==> config.mk <==
export PLATFORM = sky130hd
export DESIGN_NAME = vga_pixel_out
export DESIGN_NICKNAME = d
export VERILOG_FILES = /design/src/common/vga_defs.svh /design/src/common/vga_pkg.sv /design/src/vga/vga_pixel_out.sv
export SDC_FILE = /design/constraint.sdc
export NUM_CORES = 1
export LEC_CHECK = 0
export ABC_AREA = 1
export BUFFER_PORTS_ARGS = -buffer_cell sky130_fd_sc_hd__clkbuf_2
export CORE_MARGIN = 2
export CORE_UTILIZATION = 43
export CTS_CLUSTER_DIAMETER = 50
export DETAILED_ROUTE_END_ITERATION = 8
export PLACE_DENSITY = 0.81
export SLEW_MARGIN = 20
export SYNTH_ARGS = -nofsm -noshare
export SYNTH_HDL_FRONTEND = slang
export SYNTH_SLANG_ARGS = --single-unit
==> constraint.sdc <==
create_clock -name pclk -period 2 [get_ports pclk]
set_input_delay 0 -clock pclk [delete_from_list [all_inputs] [get_ports pclk]]
set_output_delay 0 -clock pclk [all_outputs]
set_load 0.01 [all_outputs]
==> src/common/vga_defs.svh <==
`ifndef VGA_DEFS_SVH
`define VGA_DEFS_SVH

// horizontal scan, 1-based pixel counts
`define VGA_H_SYNC_END    96
`define VGA_H_ACT_START   145
`define VGA_H_ACT_END     784
`define VGA_H_TOTAL       800

// vertical scan, 1-based line counts
`define VGA_V_SYNC_END    2
`define VGA_V_ACT_START   36
`define VGA_V_ACT_END     515
`define VGA_V_TOTAL       525

`define VGA_H_PIXELS      640   // row stride of the framebuffer

`define FB_DEPTH          307200

// word offsets inside the register window (paddr[20] set)
`define REG_CTRL_OFFSET   0
`define REG_FRAME_OFFSET  1

`endif
==> src/common/vga_pkg.sv <==
`default_nettype none

package vga_pkg;

    typedef logic [9:0]  coord_t;    // scan count or pixel coordinate
    typedef logic [23:0] pixel_t;    // r 23:16, g 15:8, b 7:0
    typedef logic [18:0] fb_addr_t;  // framebuffer word index

    // one framebuffer write from the bus side
    typedef struct packed {
        logic     en;
        fb_addr_t addr;
        pixel_t   data;
    } fb_write_s;

    // scan flags for the current counter state
    typedef struct packed {
        logic hsync;
        logic vsync;
        logic active;
    } scan_pos_s;

endpackage

`default_nettype wire

==> src/vga/vga_pixel_out.sv <==
`timescale 1ns/1ps
`default_nettype none

module vga_pixel_out
    import vga_pkg::*;
(
    input  wire logic      pclk,
    input  wire logic      reset,
    input  wire scan_pos_s scan,
    input  wire pixel_t    rd_data,
    input  wire logic      frame_start,
    input  wire logic      display_enable,
    output logic [7:0]     vga_r,
    output logic [7:0]     vga_g,
    output logic [7:0]     vga_b,
    output logic           vga_hsync,
    output logic           vga_vsync,
    output logic           vga_valid
);

    scan_pos_s scan_d;    // lines up with rd_data
    logic      frame_en;
    pixel_t    pix_q;

    always_ff @(posedge pclk)
    begin
        if (reset)
        begin
            scan_d    <= '0;
            frame_en  <= 1'b0;
            pix_q     <= '0;
            vga_hsync <= 1'b0;
            vga_vsync <= 1'b0;
            vga_valid <= 1'b0;
        end
        else
        begin
            scan_d <= scan;
            if (frame_start)
                frame_en <= display_enable;   // whole frame shown or blanked
            pix_q     <= (frame_en & scan_d.active) ? rd_data : '0;
            vga_hsync <= scan_d.hsync;
            vga_vsync <= scan_d.vsync;
            vga_valid <= scan_d.active;
        end
    end

    assign vga_r = pix_q[23:16];
    assign vga_g = pix_q[15:8];
    assign vga_b = pix_q[7:0];

endmodule

`default_nettype wire

==> impl_metrics.csv <==
group,metric,value,unit
worst_setup_path,critPathLaunchType,"input pin",
floorplanning,start_util,46.0,%
worst_setup_path,worst_path_max_delay_cell,"dlygate4sd3_1",
final_layout,area_growth,76.4,%
clock_tree,cts_tree,"yes",
sta,clock.fmax,818,MHz
sta,period_share,61.1,%
floorplanning,rows,16,
synth,ys_ff_latch,31,
global_routing,overflow,0,
sta,min_period,1220,ps
floorplanning,die_width,50.0,microns
power,powerDensity,711,nW/um^2
route,postRouteWirelength,2210,microns
synth,syn_area_per_cell,9.11,sq um
global_routing,antenna_found_initial,0,
worst_setup_path,worstSetupStartpoint,"reset",
place,finalWeightedCongestion,0.678,
sta,slew_headroom,81.6,%
worst_setup_path,cp.depth,6,
final_layout,layout.cells.most_common,"clkbuf_2",
worst_setup_path,timing.rr.start,"frame_en",
synth,synth_simple_gate_area_share,16.2,%
sta,hold_viol,0,
clock_tree,clk_path_buf_depth,2,
clock_tree,root_buffer,"clkbuf_4",
synth,synth_top_cells_by_area,"dfxtp_1, inv_1, nor2_1",
sta,rsz0062_at_grt,"false",
place,placed_area,1210,sq um
sta,clock_skew,3.42,ps
worst_setup_path,cp-end-kind,"flip-flop",
synth,synth.mux.area_fraction,0,%
sta,fin_ws,777,ps
worst_setup_path,crit_top_cell,"dlygate4sd3_1",
power,switchingPower,0.000231,W
worst_setup_path,cpPeakStageDelay,540,ps
worst_setup_path,required,2200,ps
global_routing,grt_pass1_wl,3800,microns
floorplanning,num_io_pins,58,
synth,synth_fp_nets,131,
final_layout,n_fill_cell,147,
worst_setup_path,crit_path_cell_trace,"dlygate4sd3_1, clkbuf_2, inv_2, nand2_1, nor2_1, dlygate4sd3_1",
worst_setup_path,ff2ff_path_depth,3,
clock_tree,cts_buffers,5,
route,wl_per_cell,9.90,microns
synth,synth-seq-area-share,68.1,%
clock_tree,worstSkewPairLatency,310,ps
worst_setup_path,crit_family,"buffers and inverters",
route,num_vias,883,
route,ant_nets,0,
global_routing,grt_pass1_vias,960,
route,drt_iter0_markers,4,
worst_setup_path,crit_buf_inv,4,
synth,netlist_area,911,sq um
sta,finalMaxSlewViolations,0,
synth,synth-xor-area-share,0,%
final_layout,nNetsFinal,226,
clock_tree,cts.repair.resized,0,
global_routing,track_usage,20.6,%
route,drc,0,
final_layout,layout-drive-gt1-share,34.2,%
place,dp_slack,1150,ps
synth,synth.top_cell.area_share,68.1,%
route,viasPerCell,3.96,
sta,finalSetupViolCount,0,
sta,whs,417,ps
outcome,status,"finished clean",
sta,tightest_slew,276,ps
worst_setup_path,critPathKind,"input pin to flip-flop",
synth,synth-compound-area-share,0,%
synth,synth_cells,100,
worst_setup_path,path_max_fanout,7,
worst_setup_path,worstPathArrival,1420,ps
floorplanning,die-area,2500,sq um
clock_tree,clock_sinks,31,
place,hpwlAfterDp,1260,microns
floorplanning,die_y,50.0,microns
synth,synth_top_area_cell,"dfxtp_1",
synth,synth_warnings,0,
power,p_seq_share,55.5,%
synth,synth_fa_ha_area_share,0,%
power,swShare,20.2,%
power,p_leak,0.922,nW
synth,synth_top_family_by_area,"simple AND/OR/NAND/NOR gates",
clock_tree,clk_transition_reported_paths,80,ps
worst_setup_path,r2r-end,"frame_en",
final_layout,antennaDiodeCount,0,
power,power.share.clock,34.3,%
clock_tree,post_cts_buffers,0,
power,p_comb_share,10.2,%
sta,tns,0,ps
worst_setup_path,setup.worst_path.end,"frame_en",
place,numPortBuffers,57,
final_layout,final_cell_count_no_fill,223,
global_routing,grt_max_degree,25,
worst_setup_path,r2r_slack,850,ps
synth,synth_cell_types,8,
power,irDropWorstVdd,0.583,mV
clock_tree,htree_levels,2,
run,drv_cap,0,
floorplanning,core,1980,sq um
route,dr.pass1.iters,3,
power,internal_power,0.000911,W
place,dp.cells,182,
final_layout,final_cell_mix,"clkbuf_2, dlygate4sd3_1, inv_1, nor2_1, dfxtp_1",
hold_path,hold_path_class,"flip-flop to flip-flop",
final_layout,final_area,1610,sq um
[power by group through the flow]
stage | combinational (W) | clock [W] | sequential, W
after floorplan | 0.0000220 | 0 | 0.000652
after global placement | 0.0000625 | 0 | 0.000648
after detailed placement | 0.0000643 | 0 | 0.000648
after CTS | 0.000115 | 0.000407 | 0.000634
after global routing | 0.000129 | 0.000440 | 0.000636
final | 0.000117 | 0.000392 | 0.000634
[Yosys cell counts]
master / instances
nor2_2: 1
nand2_1: 2
buf_6: 2
nor2_1: 31
dfxtp_1: 31
inv_1: 31
nand3_4: 1
inv_2: 1
[per-layer routing]
metal  GRT usage, %  up-vias  wire [microns]
met5              0        -               0
met4           8.33        0              42
met2           41.2       42            1260
met1           17.3      376             724
met3           7.88        7             183
li1               -      458               -
[sequential cells by signal (all words and copies together) (netlist names)]
name       flops
vga_hsync      1
scan_d         3
pix_q         24
vga_vsync      1
vga_valid      1
frame_en       1
[layout make-up]
cell class | count | area (sq um) | share of cell area (%)
multi-input combinational | 35 | 148 | 9.19
clock buffer | 8 | 68.8 | 4.28
inverter | 32 | 120 | 7.48
tap | 27 | 33.8 | 2.10
timing repair buffer | 90 | 616 | 38.3
sequential | 31 | 621 | 38.6
[worst min path at each step]
stage / slack, ps / start / cells past startpoint / endpoint
final: 420 / scan_d[1] / 2 / vga_vsync
after global routing: 430 / rd_data[6] / 4 / pix_q[6]
after CTS: 410 / rd_data[1] / 4 / pix_q[1]
after detailed placement: 200 / scan[0] / 3 / scan_d[0]
after global placement: 190 / scan[2] / 3 / scan_d[2]
after floorplan: 70 / reset / 1 / scan_d[0]
[cell families (layout without fill, tap and decap cells)]
group                  after synthesis  in the layout
buffers and inverters               34            130
flip-flops                          31             31
AND/OR/NAND/NOR                     35             35
[worst reg2reg max path, cell delays in order (launching register included)]
cell,delay (ps)
dfxtp_1,340
nor2_1,110
nor2_1,50
dlygate4sd3_1,540
[stage by stage]
stage / util, % / power (W)
after floorplan: - / 0.000674
after global placement: 60.9 / 0.000710
after detailed placement: 60.9 / 0.000713
after CTS: 81.1 / 0.00116
after global routing: 81.1 / 0.00121
final: 81.1 / 0.00114
[repair_timing]
action	4_1_cts	5_1_grt
hold buffers	33	0
endpoints found under the hold margin	31	0
endpoints found under the setup margin	0	0
No activity file was read; power rests on OpenSTA's default activity.
