<file path="src/common/vga_defs.svh">
`ifndef VGA_DEFS_SVH
`define VGA_DEFS_SVH

// horizontal scan, 1-based pixel counts
`define VGA_H_SYNC_END    96
`define VGA_H_ACT_START   145
`define VGA_H_ACT_END     784
`define VGA_H_TOTAL       800

// vertical scan, 1-based line counts
`define VGA_V_SYNC_END    2
`define VGA_V_ACT_START   36
`define VGA_V_ACT_END     515
`define VGA_V_TOTAL       525

`define VGA_H_PIXELS      640   // row stride of the framebuffer

`define FB_DEPTH          307200

// word offsets inside the register window (paddr[20] set)
`define REG_CTRL_OFFSET   0
`define REG_FRAME_OFFSET  1

`endif
</file>
<file path="src/common/vga_pkg.sv">
`default_nettype none

package vga_pkg;

    typedef logic [9:0]  coord_t;    // scan count or pixel coordinate
    typedef logic [23:0] pixel_t;    // r 23:16, g 15:8, b 7:0
    typedef logic [18:0] fb_addr_t;  // framebuffer word index

    // one framebuffer write from the bus side
    typedef struct packed {
        logic     en;
        fb_addr_t addr;
        pixel_t   data;
    } fb_write_s;

    // scan flags for the current counter state
    typedef struct packed {
        logic hsync;
        logic vsync;
        logic active;
    } scan_pos_s;

endpackage

`default_nettype wire

</file>
<file path="src/apb/apb_fb_port.sv">
`timescale 1ns/1ps
`default_nettype none

`include "vga_defs.svh"

module apb_fb_port
    import vga_pkg::*;
(
    input  wire logic        pclk,
    input  wire logic        reset,
    input  wire logic [31:0] paddr,
    input  wire logic        psel,
    input  wire logic        penable,
    input  wire logic        pwrite,
    input  wire logic [31:0] pwdata,
    output logic             pready,
    output logic [31:0]      prdata,
    output logic             pslverr,
    input  wire logic        frame_start,
    output fb_write_s        fb_write,
    output logic             display_enable
);

    logic        access;
    logic        fb_sel;
    logic        fb_in_range;
    logic        ctrl_sel;
    logic        frame_sel;
    fb_addr_t    fb_index;
    logic [17:0] reg_word;
    logic        ctrl_en;
    logic [31:0] frame_cnt;

    assign access   = psel & penable;
    assign pready   = access;   // never any wait states

    assign fb_sel      = ~paddr[20];
    assign fb_index    = paddr[20:2];
    assign fb_in_range = (fb_index < fb_addr_t'(`FB_DEPTH));

    assign reg_word  = paddr[19:2];
    assign ctrl_sel  = paddr[20] & (reg_word == 18'(`REG_CTRL_OFFSET));
    assign frame_sel = paddr[20] & (reg_word == 18'(`REG_FRAME_OFFSET));

    // write lands in memory on the edge that closes the access phase
    assign fb_write.en   = access & pwrite & fb_sel & fb_in_range;
    assign fb_write.addr = fb_index;
    assign fb_write.data = pwdata[23:0];

    always_ff @(posedge pclk)
    begin
        if (reset)
            ctrl_en <= 1'b0;
        else if (access & pwrite & ctrl_sel)
            ctrl_en <= pwdata[0];
    end

    always_ff @(posedge pclk)
    begin
        if (reset)
            frame_cnt <= '0;
        else if (frame_start)
            frame_cnt <= frame_cnt + 32'd1;
    end

    assign display_enable = ctrl_en;

    // framebuffer reads come back as zero
    always_comb
    begin
        prdata = '0;
        if (access & ~pwrite)
        begin
            if (ctrl_sel)
                prdata = {31'd0, ctrl_en};
            else if (frame_sel)
                prdata = frame_cnt;
        end
    end

    assign pslverr = access & pwrite & ((fb_sel & ~fb_in_range) | frame_sel);

endmodule

`default_nettype wire

</file>
<file path="config.mk">
export PLATFORM = sky130hd
export DESIGN_NAME = apb_fb_port
export DESIGN_NICKNAME = d
export VERILOG_FILES = /design/src/common/vga_pkg.sv /design/src/apb/apb_fb_port.sv
export VERILOG_INCLUDE_DIRS = /design/src /design/src/common
export SDC_FILE = /design/constraint.sdc
export NUM_CORES = 1
export LEC_CHECK = 0
export BUFFER_PORTS_ARGS = -buffer_cell sky130_fd_sc_hd__clkbuf_2
export CAP_MARGIN = 40
export CELL_PAD_IN_SITES_DETAIL_PLACEMENT = 0
export CELL_PAD_IN_SITES_GLOBAL_PLACEMENT = 1
export CORE_MARGIN = 2
export CORE_UTILIZATION = 26
export CTS_CLUSTER_SIZE = 40
export DETAILED_ROUTE_END_ITERATION = 12
export HOLD_SLACK_MARGIN = 0.02
export PLACE_DENSITY_LB_ADDON = 0.25
export SETUP_SLACK_MARGIN = 0.15
export SLEW_MARGIN = 10
export SYNTH_ARGS = -nofsm -noshare
export SYNTH_HDL_FRONTEND = slang
export SYNTH_SLANG_ARGS = --single-unit
</file>
<file path="constraint.sdc">
create_clock -name pclk -period 1.77 [get_ports pclk]
set_input_delay 0.2655 -clock pclk [delete_from_list [all_inputs] [get_ports pclk]]
set_output_delay 0.2655 -clock pclk [all_outputs]
set_load 0.05 [all_outputs]
</file>
==> results of run 1 <==
==> routing by layer <==
layer | track usage | vias up
li1 | - | 1134
met1 | 0.170 | 1072
met5 | 0 | -
met2 | 0.239 | 36
met3 | 0.0289 | 11
met4 | 0.0423 | 0
==> area by class of cell <==
type / count / share of cell area
Sequential cell: 33 / 0.164
Inverter: 4 / 0.00362
Clock buffer: 6 / 0.0199
Multi-Input combinational cell: 185 / 0.399
Clock inverter: 2 / 0.00904
Timing Repair Buffer: 144 / 0.373
Tap cell: 105 / 0.0317
==> per-stage QoR <==
step / setup slack [ns] / power, mW
after floorplan: -0.101 / 1.08
after global placement: -0.112 / 0.993
after detailed placement: -0.118 / 0.994
after CTS: -0.0867 / 1.76
after global routing: -0.177 / 1.81
final: -0.0741 / 1.75
==> how the worst min path moves through the flow <==
stage | start | end | slack (ns) | cells past startpoint
floorplan | paddr[2] | display_enable | 0.45 | 2
global placement | display_enable | display_enable | 0.48 | 2
detailed placement | display_enable | display_enable | 0.48 | 2
CTS | pwdata[0] | display_enable | 0.29 | 4
global route | pwdata[0] | display_enable | 0.32 | 4
finish | pwdata[0] | display_enable | 0.32 | 4
==> worst reg2reg max path: cells and delay by family (launching register included) <==
family                 cells  cell delay, ns
AND/OR/NAND/NOR            3            0.94
buffers and inverters      2            0.33
AO/OA/AOI/OAI              1            0.14
flip-flops                 1            0.34
==> registers in the layout (all words and copies together) (netlist names) <==
signal / flops
frame_cnt: 32
display_enable: 1
==> cells by family (layout without fill, tap and decap cells) <==
| family | after synthesis | in the layout | synth area share |
|---|---|---|---|
| AND/OR/NAND/NOR | 135 | 135 | 0.359 |
| buffers and inverters | 61 | 156 | 0.181 |
| flip-flops | 33 | 33 | 0.295 |
| AO/OA/AOI/OAI | 30 | 30 | 0.0798 |
| XOR/XNOR | 13 | 13 | 0.0508 |
| multiplexers | 6 | 6 | 0.0290 |
| adder cells (fa/ha/maj) | 1 | 1 | 0.00558 |
==> cell usage in the layout (no fill, tap or decap), types with 3 or more instances in the layout <==
cell / n
nor4_4: 9
o21ai_0: 4
buf_8: 5
a21oi_2: 9
xor2_1: 6
o31ai_1: 4
buf_6: 14
dfxtp_1: 16
dfxtp_2: 17
mux2_4: 4
xnor2_1: 7
nor2_1: 22
or4_1: 4
nand4_1: 9
a21oi_1: 6
clkbuf_8: 6
buf_12: 33
and2_4: 21
nand2_1: 9
o31ai_4: 6
nor2b_1: 3
buf_4: 43
or4_4: 7
and2_2: 8
and4_4: 5
inv_1: 4
nand3_1: 10
clkbuf_2: 45
==> report_power, final <==
group / total [mW] / switching (mW) / internal, mW
clock: 0.761 / 0.303 / 0.458
combinational: 0.234 / 0.163 / 0.0710
sequential: 0.751 / 0.00418 / 0.747
==> timing repair <==
action	4_1_cts	5_1_grt
cloned	2	1
pin swaps	29	17
gates resized for setup	50	47
setup endpoints to repair	48	53
hold endpoints to repair	0	0
buffers inserted	10	8
==> results.md, run 1 <==
- Cell variety after synth: 37
- Synthesized cell area: 2240 um2
- Die Y-Extent: 96.8 um
- Net count, final: about 440
- Top cells by count, synth: 44 x buf_4, 33 x dfxtp_1, 30 x and2_1
- Worst Hold Class: in -> reg
- DR DRC count: 0
- Critical path buffer and inverter count: 4
- Grt total ovfl: 0
- Final core utilization: 0.500
- WL met2: approximately 3.5 mm
- CP cell instances: clkbuf_2, nor4_4, nand3_4, nor3_4, buf_12, buf_12, and2_4, buf_12
- PortBufs: 81
- Layout cells sized above 1: 0.682
- Slew of the pin with the lowest slew margin: ~0.54 ns
- N_diodes: 0
- Wire length per cell: about 14 um
- RSZ-0062 raised after global routing: true
- Syn Nets: 350
- Placed cell areas: between 3000 and 4000 um2
- Hpwl dp: 4.55 mm
- Uppermost layer routed: met4
- Final-report hold violation count: 0
- Die area: between 9000 and 10000 um2
- Largest area contributor in the netlist: dfxtp_1
- CTS H-Tree Depth: 2
- Critical Path End: prdata[26]
- CP dominant cell by count: buf_12
- Reg clk slew, reported paths: approximately 0.07 ns
- Vias in the first global route: 2327
- Area contributors post-synth: dfxtp_1 29%, buf_4 15%, and2_1 8.4%
- Hold Slack: roughly 0.32 ns
- Status: finished, violations left
- Maximum operating frequency: 0.542 GHz
- DIE WIDTH: 96.8 um
- Post-Layout Cell Count: around 480
- Setup crit start kind: input pin
- Seq cells post-synth: 33
- Worst setup EP type: output port
- Final worst slack: -0.0741 ns
- P&R area growth vs syn: 85.2%
- Wire length on met1: 2.82 mm
- Lkg Pwr: about 1.7 nW
- Skew-Pair Late Insertion Delay: 0.30 ns
- Count leader, synth: buf_4
- Max_cap viols: 0
- Crit Path Class: in -> out
- Final TNS setup: -1.13 ns
- Max VDD drop: ~0.00024 V
- Drt first pass iters: 4
- CTS Hold Bufs: 0
- Slew Viols, Final: 0
- Design Area, Final: ~4200 um2
- Fillers: just under 800
- Top FF cell, synth: dfxtp_1
- Multi-input gate area: between 1500 and 2000 um2
- Worst R2R Setup Slack: -0.03 ns
- Starting density of the core: 0.270
- Clk buf depth: 2
- Num CTS Buffers: 5
- Core Area: approximately 8300 um2
- Post-synth EDFFs: 0
- Syn avg cell area: 8.03 um2
- YS warnings: 0
- Post-Synthesis Cells: 279
- Slew headroom: 0.640
- Crit. path cell count: 8
- Tmin final: around 1.8 ns
- Met3 WL post-DR: between 200 and 250 um
- Initial DRC count: 52
- Post-DRT Antenna Nets: 0
- Clock Tree Root: clkbuf_8
- Register Area: roughly 700 um2
- Max Clock Skew: between 0.01 and 0.015 ns
- CP Max Fanout: 14
- Asr flop ratio synth: 0
- RD Place Congestion: slightly above 0.8
- Failing checks: setup timing
- Crit. Startpoint: paddr[17]
- Post-DR vias/cell: 4.70
- Critical Path RT: approximately 1.5 ns
- Cell Pwr Density: approximately 420 nW/um2
- IO Count: ~150
- End of the worst register-to-register path: frame_cnt[20]
- All-layer global routing usage: 0.137
- FP Rows: 33
- Synth top area share: 0.295
- Initial antenna violation count: 0
- R2R depth: 6
- CTS tree: yes
- Pin count of the biggest net entering global routing: 24
- Final setup vio count: 18
- CTS sink cnt: 33
- Routed Wire Length: 6.61 mm
- Period utilisation layout: 1.04
- Vias: between 2000 and 2500
- Top cell family by delay on the critical path: simple AND/OR/NAND/NOR gates
- CP max stage delay: 0.32 ns
- Arr. time, crit path: around 1.6 ns
- Placed cells: 450
- R2R Path Start: frame_cnt[9]
- Seq/Total Area, Yosys: 0.295
- First-pass GRT wire length: around 11 mm
- Crit-path slowest cell: nor4_4
(Power assumes the default switching activity.)
==> run 2: changes to the inputs <==
--- a/config.mk
+++ b/config.mk
@@ -10,6 +10,7 @@
 export CAP_MARGIN = 40
 export CELL_PAD_IN_SITES_DETAIL_PLACEMENT = 0
 export CELL_PAD_IN_SITES_GLOBAL_PLACEMENT = 1
+export CORE_ASPECT_RATIO = 1.1
 export CORE_MARGIN = 2
 export CORE_UTILIZATION = 26
 export CTS_CLUSTER_SIZE = 40
==> results.md, run 2 (synthesis results as in run 1) <==
- Status: finished, violations left
- Failing checks: setup timing
- Initial antenna violation count: 0 (unchanged)
- PortBufs: 81 (unchanged)
- Max VDD drop: 0.000250 V (+3.3%)
- Combinational power share: 0.153 (+0.019)
- Gr busiest metal: met2
- Num CTS Buffers: 5 (unchanged)
- Final-report hold violation count: 0 (unchanged)
- Worst setup EP type: output port
- Crit Path Class: in -> out
- Vias: 2296 (+1.9%)
- Max Clock Skew: 0.0139 ns (+0.00299 ns)
- N_diodes: 0 (unchanged)
- Initial DRC count: 79 (+52%)
- Clk buf depth: 2 (unchanged)
- First-pass GRT wire length: 10.5 mm (-3.2%)
- Layout cells sized above 1: 0.688 (+0.00601)
- Period utilisation layout: 1.02 (-0.0194)
- Slew headroom: 0.588 (-0.0520)
- Slew of the pin with the lowest slew margin: 0.618 ns (+0.0780 ns)
- Commonest non-fill, non-tap cell in the layout: buf_4
- Commonest cells after routing, fill and taps aside: 51 x buf_4, 43 x clkbuf_2, 34 x buf_12
- Vias in the first global route: 2254 (-3.1%)
- Max_cap viols: 0 (unchanged)
- Largest register FFs: 32 (unchanged)
- Biggest register: frame_cnt
- Routed Wire Length: 6.67 mm (+0.95%)
- Worst Hold Class: in -> reg
- Switching part of the total power: 0.286 (+0.0162)
- DIE WIDTH: 92.5 um (-4.5%)
- Grt met1 use: 0.168 (-0.00128)
- IO Count: 149 (unchanged)
- CTS H-Tree Depth: 2 (unchanged)
- CTS tree: yes
- Post-Layout Cell Count: 489 (+2.1%)
- Hold Slack: 0.311 ns (-0.00778 ns)
- Placed cells: 462 (+2.7%)
- CP Max Fanout: 28 (+14)
- Lkg Pwr: 1.69 nW (-1.4%)
- CTS sink cnt: 33 (unchanged)
- Clock power share: 0.373 (-0.063)
- Wire length per cell: 13.6 um (-1.1%)
- CTS Hold Bufs: 0 (unchanged)
- Cell Pwr Density: 387 nW/um2 (-7.9%)
- Int Power: 1.13 mW (-11%)
- Maximum operating frequency: 0.553 GHz (+1.9%)
- Die area: 9380 um2 (about the same)
- RD Place Congestion: 0.808 (+0.17%)
- Slew Viols, Final: 0 (unchanged)
- Critical Path RT: 1.50 ns (about the same)
- Skew-Pair Late Insertion Delay: 0.29 ns (about the same)
- Clock Tree Root: clkbuf_8
- Drt first pass iters: 4 (unchanged)
- Tmin final: 1.81 ns (-0.0343 ns)
- Post-DR vias/cell: 4.70 (-0.18%)
- GR met2 Demand/Resource: 0.240 (+0.000971)
- Starting density of the core: 0.268 (-0.00210)
- Pin count of the biggest net entering global routing: 29 (+21%)
- DR DRC count: 0 (unchanged)
- Core Area: 8360 um2 (+0.78%)
- Pwr Total: 1.59 mW (-9.0%)
- Design Area, Final: 4100 um2 (-1.2%)
- Switching power: 0.454 mW (-3.5%)
- Hpwl dp: 4.41 mm (-3.2%)
- Grt total ovfl: 0 (unchanged)
- Reg clk slew, reported paths: 0.06 ns (about the same)
- Die Y-Extent: 101 um (+4.7%)
- RSZ-0062 raised after global routing: true
- P&R area growth vs syn: 83.0%
- FP Rows: 35 (+6.1%)
- Net count, final: 449 (+1.1%)
- M3 GR Usage: 0.0275 (-0.00137)
- Setup crit start kind: input pin
- Arr. time, crit path: 1.54 ns (-0.04 ns)
- Final worst slack: -0.0398 ns (+0.0343 ns)
- All-layer global routing usage: 0.137 (-0.000782)
- Post-DRT Antenna Nets: 0 (unchanged)
- Final setup vio count: 28 (+10)
- Placed cell areas: 3510 um2 (+2.5%)
- Sequential power share: 0.474 (+0.044)
run 2: through the flow:
stage           util  setup WS [ns]  setup TNS (ns)
2_1_floorplan      -         -0.101           -2.13
3_3_place_gp   0.420        -0.0542           -1.06
3_5_place_dp   0.420        -0.0807           -1.87
4_1_cts        0.454        -0.0878           -1.94
5_1_grt        0.490         -0.122           -2.97
6_report       0.490        -0.0398          -0.481
run 2: critical path, cell delays in order:
cell,delay (ns)
clkbuf_2,0.11
nor4_4,0.26
nand2_2,0.13
nor3_4,0.24
buf_12,0.20
and2_2,0.19
buf_12,0.13
run 2: area by class of cell:
| class | instances | area [um2] |
|---|---|---|
| clock buffers | 7 | 86.3 |
| fillers | 779 | 4260 |
| inverters | 4 | 15.0 |
| multi-input cells | 186 | 1620 |
| flip-flops and latches | 33 | 679 |
| well taps | 111 | 139 |
| repair buffers | 148 | 1560 |
run 2: path summary, 6_finish.rpt:
check	slack, ns	depth (start not counted)	end	from
worst max-delay path	-0.04	7	prdata[4]	paddr[7]
worst min-delay path	0.31	4	display_enable	pwdata[0]
worst min register to register	0.50	2	display_enable	display_enable
worst max register to register	0.07	5	frame_cnt[23]	frame_cnt[7]
run 2: power groups by stage:
stage          logic [mW]  registers, mW  clock network (mW)
2_1_floorplan       0.313          0.768                   0
3_3_place_gp        0.228          0.768                   0
3_5_place_dp        0.231          0.768                   0
4_1_cts             0.236          0.751               0.604
5_1_grt             0.258          0.753               0.642
6_report            0.243          0.753               0.593
run 2: layer usage:
layer  vias up  share of wire
li1       1144              -
met1      1083           0.43
met2        60           0.51
met3         9          0.049
met4         0          0.012
met5         -              0
run 2: what timing repair did:
| action | CTS | global route |
|---|---|---|
| cloned | 1 | 2 |
| endpoints found under the hold margin | 0 | 0 |
| setup buffers | 9 | 8 |
| pin swaps | 18 | 33 |
| resized for setup | 24 | 64 |
| setup endpoints to repair | 45 | 53 |
