[config.mk]
export PLATFORM = sky130hd
export DESIGN_NAME = vga_scan_timing
export DESIGN_NICKNAME = d
export VERILOG_FILES = /design/src/common/vga_pkg.sv /design/src/vga/vga_scan_timing.sv
export VERILOG_INCLUDE_DIRS = /design/src /design/src/common
export SDC_FILE = /design/constraint.sdc
export NUM_CORES = 1
export LEC_CHECK = 0
export BUFFER_PORTS_ARGS = -buffer_cell sky130_fd_sc_hd__buf_2
export CAP_MARGIN = 25
export CELL_PAD_IN_SITES_DETAIL_PLACEMENT = 1
export CELL_PAD_IN_SITES_GLOBAL_PLACEMENT = 1
export CORE_MARGIN = 5
export CORE_UTILIZATION = 48
export DETAILED_ROUTE_END_ITERATION = 6
export HOLD_SLACK_MARGIN = 0.03
export PLACE_DENSITY_LB_ADDON = 0.1
export SETUP_SLACK_MARGIN = 0.3
export SLEW_MARGIN = 10
export SYNTH_ARGS = -nofsm -noshare
export SYNTH_HDL_FRONTEND = slang
export SYNTH_SLANG_ARGS = --single-unit
[constraint.sdc]
create_clock -name pclk -period 7.06 [get_ports pclk]
set_input_delay 0.353 -clock pclk [delete_from_list [all_inputs] [get_ports pclk]]
set_output_delay 0.353 -clock pclk [all_outputs]
set_load 0.1 [all_outputs]
[src/common/vga_defs.svh]
`ifndef VGA_DEFS_SVH
`define VGA_DEFS_SVH

// horizontal scan, 1-based pixel counts
`define VGA_H_SYNC_END    96
`define VGA_H_ACT_START   145
`define VGA_H_ACT_END     784
`define VGA_H_TOTAL       800

// vertical scan, 1-based line counts
`define VGA_V_SYNC_END    2
`define VGA_V_ACT_START   36
`define VGA_V_ACT_END     515
`define VGA_V_TOTAL       525

`define VGA_H_PIXELS      640   // row stride of the framebuffer

`define FB_DEPTH          307200

// word offsets inside the register window (paddr[20] set)
`define REG_CTRL_OFFSET   0
`define REG_FRAME_OFFSET  1

`endif
[src/common/vga_pkg.sv]
`default_nettype none

package vga_pkg;

    typedef logic [9:0]  coord_t;    // scan count or pixel coordinate
    typedef logic [23:0] pixel_t;    // r 23:16, g 15:8, b 7:0
    typedef logic [18:0] fb_addr_t;  // framebuffer word index

    // one framebuffer write from the bus side
    typedef struct packed {
        logic     en;
        fb_addr_t addr;
        pixel_t   data;
    } fb_write_s;

    // scan flags for the current counter state
    typedef struct packed {
        logic hsync;
        logic vsync;
        logic active;
    } scan_pos_s;

endpackage

`default_nettype wire

[src/vga/vga_scan_timing.sv]
`timescale 1ns/1ps
`default_nettype none

`include "vga_defs.svh"

module vga_scan_timing
    import vga_pkg::*;
(
    input  wire logic pclk,
    input  wire logic reset,
    output scan_pos_s scan,
    output fb_addr_t  rd_addr,
    output logic      frame_start
);

    coord_t x_cnt;
    coord_t y_cnt;
    logic   line_end;
    logic   h_active;
    logic   v_active;
    coord_t col;
    coord_t row;

    assign line_end = (x_cnt == coord_t'(`VGA_H_TOTAL));

    // both counters are 1-based
    always_ff @(posedge pclk)
    begin
        if (reset)
            x_cnt <= coord_t'(1);
        else if (line_end)
            x_cnt <= coord_t'(1);
        else
            x_cnt <= x_cnt + coord_t'(1);
    end

    always_ff @(posedge pclk)
    begin
        if (reset)
            y_cnt <= coord_t'(1);
        else if (line_end)
        begin
            if (y_cnt == coord_t'(`VGA_V_TOTAL))
                y_cnt <= coord_t'(1);
            else
                y_cnt <= y_cnt + coord_t'(1);
        end
    end

    assign frame_start = line_end & (y_cnt == coord_t'(`VGA_V_TOTAL));

    assign h_active = (x_cnt >= coord_t'(`VGA_H_ACT_START)) &
                      (x_cnt <= coord_t'(`VGA_H_ACT_END));
    assign v_active = (y_cnt >= coord_t'(`VGA_V_ACT_START)) &
                      (y_cnt <= coord_t'(`VGA_V_ACT_END));

    assign scan.hsync  = (x_cnt > coord_t'(`VGA_H_SYNC_END));   // low during sync pulse
    assign scan.vsync  = (y_cnt > coord_t'(`VGA_V_SYNC_END));
    assign scan.active = h_active & v_active;

    assign col = x_cnt - coord_t'(`VGA_H_ACT_START);
    assign row = y_cnt - coord_t'(`VGA_V_ACT_START);

    // raster order, row * 640 + col
    assign rd_addr = scan.active ?
                     fb_addr_t'(row) * fb_addr_t'(`VGA_H_PIXELS) + fb_addr_t'(col) : '0;

endmodule

`default_nettype wire

==> results.ini, run 1 <==
[placed_design]
port_buffers=24
place_congestion=0.825
dp_hpwl_um=4080

[yosys]
synth_compound_area_frac=0.126
synth_enable_flop_cells=0
postSynthNetCount=323
synth_xor_area_frac=0.172
netlist_area_mm2=0.00229
synth.avg_cell_area_um2=7.85
syn-instance-count=292
synth_top_family_by_area=simple AND/OR/NAND/NOR gates
async_flop_share=0
synthAdderAreaFrac=0.165
synth-simple-area-share=0.285
synth_mux_area_frac=0.00436
synth-seq-cells=20
yosysWarnings=0
synthFlopType=dfxtp_1
synth_cell_types=61
ys_seq_area_frac=0.175

[setup_path]
slowest_delay_ps=500
cp_top_family=simple AND/OR/NAND/NOR gates
cp_cell_sequence=inv_1, ha_1, inv_1, o21ai_0, nand2_1, xnor2_1, ha_1, ha_1, or3b_1, nand3_1, or3b_2, nand3_2, or4_4, a21oi_2, buf_2
cp.buffers_inverters=3
crit_top_cell=ha_1
cp_slowest_cell=or4_4
required_ps=6710
cp_data_arrival_time_ps=4350
criticalPathCategory=reg2out
worst-path-max-fanout=11
critPathCaptureType=primary output
startpoint_type=flip-flop

[power]
swShare=0.209
p_switching_uw=52.2
seqPwrFrac=0.481
p_total_uw=250
pwr-share-comb=0.064
pwr-share-clk=0.455
power.density_mw_per_mm2=102
power_leakage_nw=1.07
power.internal_uw=198
ir_drop_mv=0.119

[grt]
track_usage=0.175
antenna_found_initial=0
gr-total-overflow=0
grt_pass1_vias=2031
grt_pass1_wl_um=9140
grt_max_degree=21

[final_layout]
area_delta_synth_final_pct=7.09
multi_input_area_mm2=0.00173
fill_cells=600
diodes=0
drive_gt1_frac=0.149
regArea_um2=400
nNetsFinal=334

[route]
avgRoutedWirePerCell_um=14.2
drt-initial-drc-count=32
routed_wl_um=5060
vias_per_cell=5.51
routed-via-count=1960
ant_nets=0
route.detailed.drc=0
drt-pass1-iter-count=2

[floorplanning]
floorplan.initialDensity=0.489
die_width_um=79.1
die_area_mm2=0.00626
fp-row-count=25
ioPinCount=25
chipHeight_um=79.1
core_mm2=0.00469

[timing]
post-route-min-period_ps=4700
fmax_mhz=213
rsz0062_at_grt=false
setup_violations=0
fin_skew_ps=3.77
relSlewSlack=0.670
tightestPinTransition_ps=489
slew_viol_final=0
fin_crit_sh=0.665
hold_viol_final=0
tns_ps=0

[cts]
cts_max_level=1
root_buffer=clkbuf_8
ctsHoldBuffers=0
clkLatencyLatePin_ps=260
cts_tree=done
path_clk_slew_ps=80
cts_setup_buffers=0
cts_made_buffers=3
cts.sink_count=20
post_cts_resized=0
clk_path_buf_depth=2

[status]
status=finished clean

[worst_hold_path]
hp-class=in2reg

[run]
maxCapViolCount=0

-- logic make-up (layout without fill, tap and decap cells) --
family | after synthesis | count (layout)
simple gates | 124 | 124
flops | 20 | 20
fa+ha+maj | 29 | 29
buf+inv | 37 | 47
compound gates | 36 | 36
xor+xnor | 45 | 45
mux | 1 | 1
-- per-layer routing --
metal  up-vias  track usage  part of all wire
li1       1007            -                 -
met2        15        0.335              0.53
met1       932        0.205              0.44
met3         6       0.0249             0.014
met5         -            0                 0
met4         0       0.0361             0.010
-- worst register-to-register path, cell delays in order, from the launching register on --
cell	delay [ps]
dfxtp_1	400
inv_1	130
ha_1	170
nor4b_2	280
and4_1	460
and3_1	280
and3_1	190
xnor2_1	110
nor2_1	50
-- cells in the final DEF (no fill, tap or decap), types with 2 or more instances in the layout --
cell and instances:
nand2_1 14, o21ai_0 6, clkbuf_8 3, o22ai_1 2
inv_1 19, or3b_1 2, xnor2_1 31, dfxtp_1 20
xor2_1 14, or2_2 3, and3_1 7, fa_1 2
nor2b_1 4, a31oi_1 2, nand3b_1 2, nand2b_1 2
or3_1 3, nor3_1 10, buf_2 24, nand4_1 5
ha_1 27, nand3_1 6, o21a_1 2, nor4_1 2
nor2_1 50, a21oi_1 5
-- worst paths after layout --
kind | startpoint | end | slack (ps) | cells after the start
max reg2reg | x_cnt[0] | y_cnt[8] | 4890 | 8
min | reset | y_cnt[1] | 310 | 2
min reg2reg | x_cnt[9] | x_cnt[9] | 610 | 2
max | y_cnt[2] | rd_addr[18] | 2360 | 15
-- cell type report --
| type | instances | share of cell area |
|---|---|---|
| Clock buffer | 3 | 0.0168 |
| Timing Repair Buffer | 24 | 0.0489 |
| Tap cell | 54 | 0.0275 |
| Sequential cell | 20 | 0.163 |
| Clock inverter | 1 | 0.0122 |
| Inverter | 19 | 0.0290 |
| Multi-Input combinational cell | 235 | 0.702 |
-- synth_stat cells (all sizes together), types with 3 or more instances --
| cell type | n | area [µm²] |
|---|---|---|
| ha | 27 | 338 |
| a21oi | 6 | 33.8 |
| nor2b | 4 | 25.0 |
| nand4 | 5 | 31.3 |
| and3 | 7 | 43.8 |
| xnor2 | 31 | 272 |
| buf | 13 | 77.6 |
| nor4 | 3 | 33.8 |
| clkbuf | 5 | 18.8 |
| or3 | 4 | 30.0 |
| inv | 19 | 71.3 |
| nor2 | 51 | 194 |
| xor2 | 14 | 123 |
| dfxtp | 20 | 400 |
| or3b | 3 | 26.3 |
| o21ai | 7 | 35.0 |
| nand2 | 14 | 52.6 |
| nand3 | 7 | 40.0 |
| nor3 | 11 | 60.1 |
| or2 | 4 | 25.0 |
-- power by group through the flow --
stage	clock, mW	sequential, mW	combinational, mW
global route	0.121	0.121	0.0190
CTS	0.116	0.120	0.0164
detailed placement	0	0.123	0.0162
finish	0.114	0.120	0.0160
global placement	0	0.123	0.0159
floorplan	0	0.119	0.0164
-- sequential cells by signal (all words and copies together) (netlist names) --
signal  flops
x_cnt      10
y_cnt      10
-- metrics by stage --
stage          cell area, µm²  hold slack (ps)   util  setup slack (ps)  std cells
2_1_floorplan            2290              425      -              2270        292
3_3_place_gp             2380              586  0.508              2780        352
3_5_place_dp             2380              590  0.508              2650        352
4_1_cts                  2460              309  0.523              2340        356
5_1_grt                  2460              312  0.523              2030        356
6_report                 2460              311  0.523              2360        356
Power figures use the tool's default switching activity.
==> run 2: changes to the inputs <==
--- a/config.mk
+++ b/config.mk
@@ -6,12 +6,13 @@
 export SDC_FILE = /design/constraint.sdc
 export NUM_CORES = 1
 export LEC_CHECK = 0
+export ABC_AREA = 1
 export BUFFER_PORTS_ARGS = -buffer_cell sky130_fd_sc_hd__buf_2
 export CAP_MARGIN = 25
 export CELL_PAD_IN_SITES_DETAIL_PLACEMENT = 1
 export CELL_PAD_IN_SITES_GLOBAL_PLACEMENT = 1
 export CORE_MARGIN = 5
-export CORE_UTILIZATION = 48
+export CORE_UTILIZATION = 42
 export DETAILED_ROUTE_END_ITERATION = 6
 export HOLD_SLACK_MARGIN = 0.03
 export PLACE_DENSITY_LB_ADDON = 0.1
==> constraint.sdc (replaced) <==
create_clock -name pclk -period 4.7 [get_ports pclk]
set_input_delay 0.235 -clock pclk [delete_from_list [all_inputs] [get_ports pclk]]
set_output_delay 0.235 -clock pclk [all_outputs]
set_load 0.1 [all_outputs]
==> run 2 against run 1 <==
  * Clock-buffer cell count grew 1
  * Flip-flop and latch count stayed put
  * Global-route usage rose by 1.3 points
  * Utilization down 4.0 points
  * Clock power rose by 22%
  * First-iteration DRC count is 120% higher
  * Synthesized cell count grew 31%
  * Critical path type unchanged
  * Highest routed layer unchanged
==> results.ini, run 2 <==
[final_layout]
reg_top3=x_cnt: 10 flops, y_cnt: 10 flops
layout_common_cells=nand2_1 (97), inv_1 (54), nor2_1 (47)
mostFrequentLayoutCell=nand2_1
fill_cells=790  ; +32%
area_delta_synth_final_pct=10.5
final_cells=480  ; +35%
fin_util=0.483  ; -0.0404
final_cell_area_mm2=0.00268  ; +9.0%
regArea_um2=400  ; unchanged
diodes=0  ; unchanged
multi_input_area_mm2=0.00179  ; +3.5%
drive_gt1_frac=0.150  ; +0.000503
nNetsFinal=440  ; +32%

[setup_path]
required_ps=4470  ; -2240 ps
reg2reg_from=x_cnt[0]
path_depth=19  ; +4
critPathCaptureType=primary output
cp_data_arrival_time_ps=3760  ; -590 ps
cp_slowest_cell=buf_2
startpoint_type=flip-flop
cp_top_family=simple AND/OR/NAND/NOR gates
cp_cell_sequence=nor2_1, nand2_1, o21ai_1, nand2_1, nand2_1, a21boi_0, ha_1, inv_1, fa_1, inv_1, nand2_1, a21oi_1, nand2_1, nor2_1, nand2_1, nor2_1, a21oi_1, nor2_1, buf_2
slowest_delay_ps=430  ; -70 ps
crit_top_cell=nand2_1
cp.buffers_inverters=3  ; unchanged
criticalPathCategory=reg2out
reg2regPathDepth=9  ; +1
startpoint=x_cnt[2]
worst-path-max-fanout=8  ; -3

[route]
routed-via-count=2456  ; +25%
route.met3.wl_um=189  ; +160%
avgRoutedWirePerCell_um=13.7  ; -3.8%
wl_met1_um=3230  ; +45%
route.detailed.drc=0  ; unchanged
routed_wl_um=6560  ; +30%
vias_per_cell=5.12  ; -7.1%
ant_nets=0  ; unchanged
met2_wirelength_um=3070  ; +14%
drt-initial-drc-count=71  ; +120%
top_layer_used=met4
drt-pass1-iter-count=4  ; +2

[timing]
relSlewSlack=0.674  ; +0.00393
post-route-min-period_ps=4000
tightestPinTransition_ps=493  ; +3.89 ps
hold_viol_final=0  ; unchanged
slew_viol_final=0  ; unchanged
rsz0062_at_grt=false
fin_skew_ps=13.4  ; +9.68 ps
tns_ps=0  ; unchanged
fmax_mhz=250
setup_violations=0  ; unchanged
fin_crit_sh=0.850

[cts]
post_cts_resized=0  ; unchanged
cts_setup_buffers=0  ; unchanged
cts_max_level=1  ; unchanged
cts.sink_count=20  ; unchanged
path_clk_slew_ps=90  ; about the same
ctsHoldBuffers=0  ; unchanged
clk_path_buf_depth=2  ; unchanged
cts_made_buffers=3  ; unchanged
clkLatencyLatePin_ps=270  ; about the same
root_buffer=clkbuf_8
cts_tree=done

[yosys]
yosysMostFrequentCell=nand2_1
synth.top_cell.area_share=0.165  ; -0.00920
synthTopCellsByArea=dfxtp_1 (17%), nand2_1 (15%), ha_1 (14%), inv_1 (8.4%), nor2_1 (7.3%)
synth.avg_cell_area_um2=6.34  ; -19%
synth-seq-cells=20  ; unchanged
synth_cell_types=41  ; -33%
async_flop_share=0  ; unchanged
yosysWarnings=0  ; unchanged
yosysTopAreaCell=dfxtp_1
syn-instance-count=382  ; +31%
synth_common_cells=nand2_1 (97), inv_1 (54), nor2_1 (47)
ys_seq_area_frac=0.165  ; -0.00920
synth_enable_flop_cells=0  ; unchanged
synthFlopType=dfxtp_1
postSynthNetCount=413  ; +28%
netlist_area_mm2=0.00242  ; +5.6%

[placed_design]
placed_cell_area_mm2=0.00262  ; +9.8%
place_congestion=0.830  ; +0.63%
dp_hpwl_um=5550  ; +36%
port_buffers=24  ; unchanged
dp.cells=476  ; +35%

[grt]
grt_max_degree=15  ; -29%
grt_pass1_wl_um=11300  ; +24%
track_usage=0.188  ; +0.0128
grt_pass1_vias=2503  ; +23%
antenna_found_initial=0  ; unchanged
gr-total-overflow=0  ; unchanged

[worst_hold_path]
hold_path_depth=2  ; unchanged
hp-class=in2reg
min_from=reset

[status]
status=finished clean

[power]
power.density_mw_per_mm2=129  ; +27%
p_total_uw=346  ; +38%
ir_drop_mv=0.112  ; -5.7%
power_leakage_nw=1.36  ; +27%

[run]
maxCapViolCount=0  ; unchanged

[floorplanning]
floorplan.initialDensity=0.437  ; -0.0518
core_mm2=0.00554  ; +18%
ioPinCount=25  ; unchanged
chipHeight_um=85.9  ; +8.6%
die_width_um=85.9  ; +8.6%
die_area_mm2=0.00738  ; +18%
fp-row-count=27  ; +8.0%

run 2: cell types whose count changed after synthesis, moves of 5 or more:
cell / previous run / this run
clkbuf_1: 5 / 0
nor2_2: 1 / 12
nand2_1: 14 / 97
nand3_1: 6 / 25
buf_2: 11 / 0
xnor2_1: 31 / 2
and3_1: 7 / 0
a21oi_1: 5 / 25
inv_1: 19 / 54
run 2: kinds of logic after synthesis:
kind of cell | Yosys count | synth area share
xor+xnor | 16 | 0.0579
simple gates | 212 | 0.416
buf+inv | 61 | 0.101
fa+ha+maj | 29 | 0.156
flops | 20 | 0.165
compound gates | 44 | 0.104
run 2: worst paths after layout:
kind                                    end  slack, ps
worst max-delay path            rd_addr[17]        700
worst min-delay path               y_cnt[9]        200
worst max register to register     x_cnt[8]       2660
worst min register to register     x_cnt[0]        520
run 2: power by group:
part	switching [mW]	internal [mW]
registers	0.00620	0.172
logic	0.0185	0.0102
clock network	0.0644	0.0749
run 2: layer usage:
metal	vias to the layer above	track usage
met5	-	0
met4	0	0.0432
met1	1154	0.249
met2	26	0.322
met3	7	0.0240
li1	1269	-
run 2: layout make-up:
cell class,instances,share of cell area
Timing Repair Buffer,24,0.0458
Multi-Input combinational cell,301,0.667
Tap cell,72,0.0337
Clock buffer,4,0.0206
Sequential cell,20,0.150
Inverter,59,0.0832
run 2: worst reg2reg max path, stage by stage (launching register included):
cell,delay (ps)
dfxtp_1,400
inv_1,160
ha_1,160
nor3b_4,370
nand2_1,100
nor2_1,250
nor2_1,160
inv_2,190
a21oi_1,60
o21a_1,100
run 2: through the flow:
step / hold WS, ps / setup WS [ps]
floorplan: 304 / 389
global placement: 474 / 956
detailed placement: 473 / 842
CTS: 192 / 519
global route: 211 / 334
finish: 199 / 704
